`config.mk`:
```
export PLATFORM = sky130hd
export DESIGN_NAME = dcache_wbuf
export DESIGN_NICKNAME = d
export VERILOG_FILES = /design/src/dcache_addr_pkg.sv /design/src/dcache_wbuf_pkg.sv /design/src/dcache_wbuf_queue.sv /design/src/dcache_wbuf.sv
export VERILOG_INCLUDE_DIRS = /design/src
export SDC_FILE = /design/constraint.sdc
export NUM_CORES = 1
export LEC_CHECK = 0
export ABC_AREA = 1
export BUFFER_PORTS_ARGS = -buffer_cell sky130_fd_sc_hd__buf_4
export CORE_UTILIZATION = 45
export DETAILED_ROUTE_END_ITERATION = 12
export GPL_TIMING_DRIVEN = 0
export PLACE_DENSITY = 0.7
export SLEW_MARGIN = 10
export SYNTH_ARGS = -nofsm -noshare
export SYNTH_HDL_FRONTEND = slang
export SYNTH_SLANG_ARGS = --single-unit
```
`constraint.sdc`:
```
create_clock -name clk_i -period 13.9 [get_ports clk_i]
set_input_delay 2.78 -clock clk_i [delete_from_list [all_inputs] [get_ports clk_i]]
set_output_delay 2.78 -clock clk_i [all_outputs]
set_load 0.01 [all_outputs]
```
`src/dcache_macros.svh`:
```
`ifndef DCACHE_MACROS_SVH
`define DCACHE_MACROS_SVH

// Bits per data word.
`define DCACHE_DATA_WIDTH 64

// Bytes per data word, one mask bit each.
`define DCACHE_MASK_WIDTH 8

// Physical byte address bits.
`define DCACHE_PADDR_WIDTH 10

// Memory depth in words.
// Must equal two to the power of the word address width.
`define DCACHE_WORDS 128

`endif

```
`src/dcache_addr_pkg.sv`:
```
`include "dcache_macros.svh"

package dcache_addr_pkg;

  // Full byte address.
  typedef logic [`DCACHE_PADDR_WIDTH-1:0] paddr_t;

  // Byte within a word.
  typedef logic [$clog2(`DCACHE_MASK_WIDTH)-1:0] byte_offset_t;

  // Word index, used for the memory and the bypass compare.
  typedef logic [`DCACHE_PADDR_WIDTH-$bits(byte_offset_t)-1:0] word_addr_t;

  // Drops the byte offset from a byte address.
  function automatic word_addr_t word_addr(paddr_t addr);
    paddr_t shifted;
    shifted = addr >> $bits(byte_offset_t);
    return word_addr_t'(shifted);
  endfunction

endpackage

```
`src/dcache_wbuf_pkg.sv`:
```
`include "dcache_macros.svh"

package dcache_wbuf_pkg;
  import dcache_addr_pkg::*;

  // One data word, as a whole or as bytes.
  typedef union packed {
    logic [`DCACHE_DATA_WIDTH-1:0]      word;
    logic [`DCACHE_MASK_WIDTH-1:0][7:0] bytes;
  } dcache_word_u;

  typedef logic [`DCACHE_MASK_WIDTH-1:0] byte_mask_t;

  // A buffered store.
  typedef struct packed {
    paddr_t       paddr;
    dcache_word_u data;
    byte_mask_t   mask;
  } wbuf_entry_t;

  // Overlays the selected bytes of over onto base.
  function automatic dcache_word_u merge_bytes(dcache_word_u base, dcache_word_u over,
                                               byte_mask_t sel);
    dcache_word_u res;
    res = base;
    for (int b = 0; b < `DCACHE_MASK_WIDTH; b++) begin
      if (sel[b]) begin
        res.bytes[b] = over.bytes[b];
      end
    end
    return res;
  endfunction

endpackage

```
`src/dcache_wbuf_queue.sv`:
```
`timescale 1ns/100ps

module dcache_wbuf_queue
  import dcache_wbuf_pkg::*;
(
  input  logic        clk_i,
  input  wbuf_entry_t data_i,
  input  logic        el0_en_i,
  input  logic        el1_en_i,
  input  logic        mux0_sel_i,
  input  logic        mux1_sel_i,
  output wbuf_entry_t el0_snoop_o,
  output wbuf_entry_t el1_snoop_o,
  output wbuf_entry_t data_o
);

  wbuf_entry_t el0_r;
  wbuf_entry_t el1_r;
  wbuf_entry_t el1_n;

  // Head refills from the second entry or straight from the input.
  assign el1_n = mux0_sel_i ? el0_r : data_i;

  always_ff @(posedge clk_i) begin
    if (el0_en_i) begin
      el0_r <= data_i;
    end
  end

  always_ff @(posedge clk_i) begin
    if (el1_en_i) begin
      el1_r <= el1_n;
    end
  end

  assign el0_snoop_o = el0_r;
  assign el1_snoop_o = el1_r;

  // Empty queue passes the input through.
  assign data_o = mux1_sel_i ? el1_r : data_i;

endmodule

```
`src/dcache_wbuf.sv`:
```
`timescale 1ns/100ps
`include "dcache_macros.svh"

module dcache_wbuf
  import dcache_addr_pkg::*;
  import dcache_wbuf_pkg::*;
(
  input  logic         clk_i,
  input  logic         reset_i,

  input  logic         v_i,
  input  wbuf_entry_t  wbuf_entry_i,

  input  logic         yumi_i,
  output logic         v_o,
  output wbuf_entry_t  wbuf_entry_o,

  output logic         ready_o,
  output logic         empty_o,

  input  paddr_t       bypass_addr_i,
  input  logic         bypass_v_i,
  output dcache_word_u bypass_data_o,
  output byte_mask_t   bypass_mask_o
);

  wbuf_entry_t el0;
  wbuf_entry_t el1;

  logic [1:0] num_els_r;
  logic       push;
  logic       drain;

  logic el0_valid;
  logic el1_valid;
  logic el0_en;
  logic el1_en;
  logic mux0_sel;
  logic mux1_sel;

  // Room for a store, or the head leaves this cycle.
  assign ready_o = (num_els_r != 2'd2) | yumi_i;
  assign push    = v_i & ready_o;
  assign drain   = v_o & yumi_i;

  always_comb begin
    case (num_els_r)
      2'd0: begin
        v_o       = v_i;
        empty_o   = 1'b1;
        el0_valid = 1'b0;
        el1_valid = 1'b0;
        el0_en    = 1'b0;
        el1_en    = push & ~yumi_i;
        mux0_sel  = 1'b0;
        mux1_sel  = 1'b0;
      end
      2'd1: begin
        v_o       = 1'b1;
        empty_o   = 1'b0;
        el0_valid = 1'b0;
        el1_valid = 1'b1;
        el0_en    = push & ~yumi_i;
        el1_en    = push & yumi_i;
        mux0_sel  = 1'b0;
        mux1_sel  = 1'b1;
      end
      2'd2: begin
        v_o       = 1'b1;
        empty_o   = 1'b0;
        el0_valid = 1'b1;
        el1_valid = 1'b1;
        el0_en    = push & yumi_i;
        el1_en    = yumi_i;
        mux0_sel  = 1'b1;
        mux1_sel  = 1'b1;
      end
      default: begin
        v_o       = 1'b0;
        empty_o   = 1'b0;
        el0_valid = 1'b0;
        el1_valid = 1'b0;
        el0_en    = 1'b0;
        el1_en    = 1'b0;
        mux0_sel  = 1'b0;
        mux1_sel  = 1'b0;
      end
    endcase
  end

  always_ff @(posedge clk_i) begin
    if (reset_i) begin
      num_els_r <= 2'd0;
    end else begin
      num_els_r <= num_els_r + 2'(push) - 2'(drain);
    end
  end

  dcache_wbuf_queue u_queue (
    .clk_i       (clk_i),
    .data_i      (wbuf_entry_i),
    .el0_en_i    (el0_en),
    .el1_en_i    (el1_en),
    .mux0_sel_i  (mux0_sel),
    .mux1_sel_i  (mux1_sel),
    .el0_snoop_o (el0),
    .el1_snoop_o (el1),
    .data_o      (wbuf_entry_o)
  );

  word_addr_t   bypass_word;
  byte_mask_t   sel0;
  byte_mask_t   sel1;
  byte_mask_t   sel2;
  dcache_word_u el0or1_data;
  dcache_word_u bypass_data_n;
  byte_mask_t   bypass_mask_n;

  assign bypass_word = word_addr(bypass_addr_i);

  assign sel0 = {`DCACHE_MASK_WIDTH{el0_valid & (word_addr(el0.paddr) == bypass_word)}}
                & el0.mask;
  assign sel1 = {`DCACHE_MASK_WIDTH{el1_valid & (word_addr(el1.paddr) == bypass_word)}}
                & el1.mask;
  assign sel2 = {`DCACHE_MASK_WIDTH{push & (word_addr(wbuf_entry_i.paddr) == bypass_word)}}
                & wbuf_entry_i.mask;

  assign bypass_mask_n = sel0 | sel1 | sel2;

  // The input beats el0 and el0 beats the head.
  assign el0or1_data   = merge_bytes(el1.data, el0.data, sel0);
  assign bypass_data_n = merge_bytes(el0or1_data, wbuf_entry_i.data, sel2);

  always_ff @(posedge clk_i) begin
    if (reset_i) begin
      bypass_mask_o <= '0;
    end else if (bypass_v_i) begin
      bypass_mask_o <= bypass_mask_n;
    end
  end

  always_ff @(posedge clk_i) begin
    if (bypass_v_i) begin
      bypass_data_o <= bypass_data_n;
    end
  end

  a_yumi_valid: assert property (@(posedge clk_i) disable iff (reset_i)
    yumi_i |-> v_o);

  a_occupancy: assert property (@(posedge clk_i) disable iff (reset_i)
    num_els_r <= 2'd2);

endmodule

```
**Word-level counts from Yosys, hierarchy flattened**

Cells that the tools add are included.

- Reductions and logical operators: 2
- Equality and inequality tests: 6
- Bitwise logic cells: 14
- Muxes and demuxes: 24
- Add/subtract/negate cells: 2

Operators by type and width:

| operator | count |
|---|---|
| $mux W82 | 2 |
| $mux W8 | 16 |
| $and A8 B8 Y8 | 3 |
| $eq A7 B7 Y1 | 3 |
| $or A8 B8 Y8 | 2 |
| $and A1 B1 Y1 | 7 |
| $pmux W1 S2 | 2 |
| $mux W1 | 3 |
| $pmux W1 S3 | 1 |
| $add A2 B1 Y2 | 1 |
| $eq A2 B1 Y1 const B | 1 |
| $eq A2 B2 Y1 const B | 1 |
| $logic_not A2 Y1 | 1 |
| $ne A2 B2 Y1 const B | 1 |
| $reduce_or A2 Y1 | 1 |
| $sub A2 B1 Y2 | 1 |
| $not A1 Y1 | 1 |
| $or A1 B1 Y1 | 1 |

- Bits in registers: 238
- Output and inout bits: 157
- Logic and storage cells: 57

**Logic depth before layout (Yosys ltp)**

- Depth after elaboration: 7
- Depth in mapped cells: 12
- Gate-level depth less buffers: 11

**Hierarchy**

From an unflattened synthesis, not the netlist that was laid out.

- Cell total of the unflattened synthesis: 1,503
- Area, all modules: 12,650.9 um2

Modules (own cells, without submodules):

| module | area each (um2) | cells each | times used | sequential area each (um2) |
|---|---|---|---|---|
| dcache_wbuf_queue | 7,066.8 | 692 | 1 | 4,924.7 |
| dcache_wbuf | 5,584.1 | 811 | 1 | 2,122.0 |

**Least setup slack after synthesis**

No wires, ideal clock.

- Kind: input port to flip-flop
- From: in yumi_i
- To: reg u_queue.el1_r (netlist bit u_queue.el1_snoop_o[0]) (enable)
- Required time: 13,228 ps
- Arrival: 9,393 ps
- Path slack: 3,835 ps
- Stages: 1
- Library setup time: 672 ps
- Buffers on the path: 0
- Cells stage by stage: a311oi_1

- Longest elaborated chain between the ends: 4
- Elaborated cells on any way between the ends: 6
- Classes of those cells: mux (1); bitwise (5)

RTL lines:

| what | RTL line | RTL |
|---|---|---|
| from (decl) | dcache_wbuf.sv:14 | `input logic yumi_i,` |
| $or A1 B1 Y1 | dcache_wbuf.sv:42 | `assign ready_o = (num_els_r != 2'd2) \| yumi_i;` |
| $and A1 B1 Y1 | dcache_wbuf.sv:43 | `assign push = v_i & ready_o;` |
| $and A1 B1 Y1 (on tied branches) | dcache_wbuf.sv:64, dcache_wbuf.sv:54 |  |
| $pmux W1 S3 (*) | dcache_wbuf.sv:47 | `case (num_els_r)` |
| to (signal assigned) | dcache_wbuf_queue.sv:32 | `el1_r <= el1_n;` |
| to (decl) | dcache_wbuf_queue.sv:18 | `wbuf_entry_t el1_r;` |

Every way passes the cells marked *; elsewhere a longest branch is shown, timed or not.
A chain may end at the register's enable or synchronous reset.

==> metrics.md <==
| Metric | Value |
|---|---|
| Residual DRC | `0` |
| Ports | `254` |
| CTS resizes | `0` |
| Worst path required time | `11.12 ns` |
| Largest net degree at the start of global routing | `72` |
| Crit-path max FO | `4` |
| Core ar. | `0.02688 sq mm` |
| Detailed placer's ending HPWL | `25220 um` |
| Post-synth top area cell | `edfxtp_1` |
| Synth unique cells | `29` |
| Vias in the first global route | `10430` |
| Reg2reg setup slack | `10.81 ns` |
| WHS Endpoint | `bypass_mask_o[3]$_SDFFE_PP0P_` |
| Largest family of logic cells by synthesized area | `simple AND/OR/NAND/NOR gates` |
| Worst-Skew Late Latency | `0.54 ns` |
| P&R area growth vs syn | `27.59%` |
| Port bufs | `250` |
| Sum Neg Setup Slack | `0 ns` |
| Worst vdd ir | `0.0001208 V` |
| Reg clk slew, reported paths | `0.06 ns` |
| Leakage | `7.164 nW` |
| CP startpoint kind | `input port` |
| Pins Over Slew Limit | `0` |
| Status | `complete, no violations` |
| Drt pass-1 iters | `5` |
| Gr usage total | `26.10%` |
| Final hold violations | `0` |
| Postcts setup bufs | `0` |
| Cell count after synthesis | `1400` |
| Post-synthesis compound-gate area fraction | `7.293%` |
| Initial antenna violation count | `0` |
| CTS Buffer Depth | `3` |
| Mapped Area | `0.01228 sq mm` |
| CTS buffer count | `27` |
| CTS Root Cell | `clkbuf_16` |
| Synthesized-area fraction occupied by adder cells | `0.6111%` |
| Setup crit end kind | `output port` |
| Gp weighted congestion | `0.8652` |
| Post-CTS Hold Buffers | `0` |
| Vias per inst | `5.175` |
| Synth top area share | `55.73%` |
| Total gr overflow | `0` |
| Commonest cells after routing, fill and taps aside | `nand2_1, buf_4, inv_1` |
| Reg-to-Reg End | `u_queue.el0_snoop_o[52]$_DFFE_PP_` |
| Post-synthesis mux area share | `0%` |
| Iter 0 DRT Violations | `1117` |
| Final min period | `6.298 ns` |
| PwrDens | `187.1 mW/mm^2` |
| Max-cap violation count | `0` |
| RSZ-0062 raised after global routing | `no` |
| Synth Register Bits | `238` |
| Max frequency | `0.1588 GHz` |
| Vias | `10650` |
| Die span in y | `167.2 um` |
| Initial Util | `45.71%` |
| Post-route antenna net violation count | `0` |
| Synth Area per Inst | `8.774 sq um` |
| First-pass GRT wire length | `56770 um` |
| Sequential area share after synthesis | `57.36%` |
| Die area | `0.02796 sq mm` |
| R2R cell count | `8` |
| Slew @ Worst Pin | `1.031 ns` |
| CP Data Arrival Time | `3.52 ns` |
| Fin crit share | `45.31%` |
| Cell row count | `60` |
| Final wirelength | `36710 um` |
| # diodes | `0` |
| Final setup viols | `0` |
| Syn. warnings | `0` |
| Met3 WL | `3040 um` |
| Layout Nets | `1799` |
| Post-Syn Nets | `1503` |
| Area contributors post-synth | `edfxtp_1, nand2_1, inv_1, o21ai_0, nand3_1` |
| Die width | `167.2 um` |
| WL/cell | `17.85 um` |
| CP startpoint | `wbuf_entry_i[5]` |
| Synth Area in Simple Gates | `24.88%` |
| Max-slew headroom | `31.29%` |
| Clk_skew | `0.01796 ns` |
| Worst hold margin | `0.5170 ns` |
| Cell count of the worst hold path | `2` |
| CTS tree | `done` |
| Min-Delay Startpoint | `bypass_mask_o[3]$_SDFFE_PP0P_` |
| Layout cells sized above 1 | `21.10%` |
| Worst r2r src | `num_els_r[1]$_SDFF_PP0_` |
| Wire length on met2 | `17530 um` |
| Most common cell after layout, fill and taps aside | `nand2_1` |
| H-tree levels | `1` |
| Xor-xnor portion of the synthesized cell area | `0.2852%` |
| CP Class | `input port to output port` |
| Met1 Routed Length | `15180 um` |
| DR top layer | `met4` |
| Hold Path Class | `register to register` |
| Clock Sinks | `238` |
worst max-delay path by stage:
| stage | end | depth (start not counted) |
|---|---|---|
| 3_5_place_dp | wbuf_entry_o[5] | 4 |
| 3_3_place_gp | u_queue.el1_snoop_o[50]$_DFFE_PP_ | 2 |
| 5_1_grt | wbuf_entry_o[5] | 4 |
| 2_1_floorplan | u_queue.el1_snoop_o[0]$_DFFE_PP_ | 1 |
| 4_1_cts | wbuf_entry_o[5] | 4 |
| 6_report | wbuf_entry_o[5] | 4 |
Yosys cell counts:
master    count
nand2_1     454
inv_1       237
edfxtp_1    228
o21ai_0     173
nand3_1     157
clkbuf_1     42
nor2_1       29
dfxtp_1      10
inv_2        10
nor2_4       10
nand3_4       8
nand4_2       8
buf_6         6
ha_1          6
a21oi_1       3
nor2_8        3
xnor2_1       3
buf_2         2
a311oi_1      1
a31oi_1       1
and2_1        1
buf_4         1
clkinv_2      1
nand2_2       1
nand2_4       1
nor2_2        1
nor3_1        1
nor3_2        1
xor2_1        1
kinds of logic after synthesis:
kind of cell,after synthesis
AOI/OAI and AO/OA,178
xor gates and xnor gates,4
adders and majority gates,6
buffers and inverters,299
DFF,238
and+or+nand+nor,675
routing by layer:
| metal | vias up | track usage (%) |
|---|---|---|
| met4 | 0 | 8.137 |
| met5 | - | 0 |
| met1 | 4991 | 34.20 |
| met2 | 454 | 43.88 |
| met3 | 66 | 4.916 |
| li1 | 5134 | - |
stage by stage:
| step | power (W) | instances | utilization, % | setup slack [ns] | area, sq um |
|---|---|---|---|---|---|
| 4_1_cts | 0.002943 | 2057 | 58.32 | 7.598 | 15670 |
| 6_report | 0.002932 | 2057 | 58.32 | 7.602 | 15670 |
| 3_3_place_gp | 0.002214 | 1991 | 54.28 | -1.082 | 14590 |
| 2_1_floorplan | 0.001654 | 1400 | - | 3.835 | 12280 |
| 3_5_place_dp | 0.002230 | 2008 | 55.09 | 7.600 | 14810 |
| 5_1_grt | 0.003086 | 2057 | 58.32 | 7.536 | 15670 |
layout make-up:
type,count,area [sq um]
plain buffers,51,242.7
clock buffers,33,698.2
clock inverters,16,170.2
fillers,2423,11200
inverters,248,932.1
multi-input cells,863,4085
flip-flops and latches,238,7047
well taps,341,426.7
repair buffers,267,2072
flip-flops by register name, indices dropped and copies added (netlist names):
signal               count
num_els_r                2
bypass_mask_o            8
u_queue.el1_snoop_o     82
bypass_data_o           64
u_queue.el0_snoop_o     82
worst max-delay path: stages:
cell	delay (ns)
buf_4	0.10
inv_1	0.08
o21ai_0	0.36
buf_4	0.20
report_power, final:
| group | internal, W | total [W] | switching (W) |
|---|---|---|---|
| clock | 0.000413 | 0.000710 | 0.000297 |
| combinational | 0.000437 | 0.00113 | 0.000694 |
| sequential | 0.00101 | 0.00109 | 0.0000764 |
| total | 0.00187 | 0.00293 | 0.00107 |
Power figures use the tool's default switching activity.
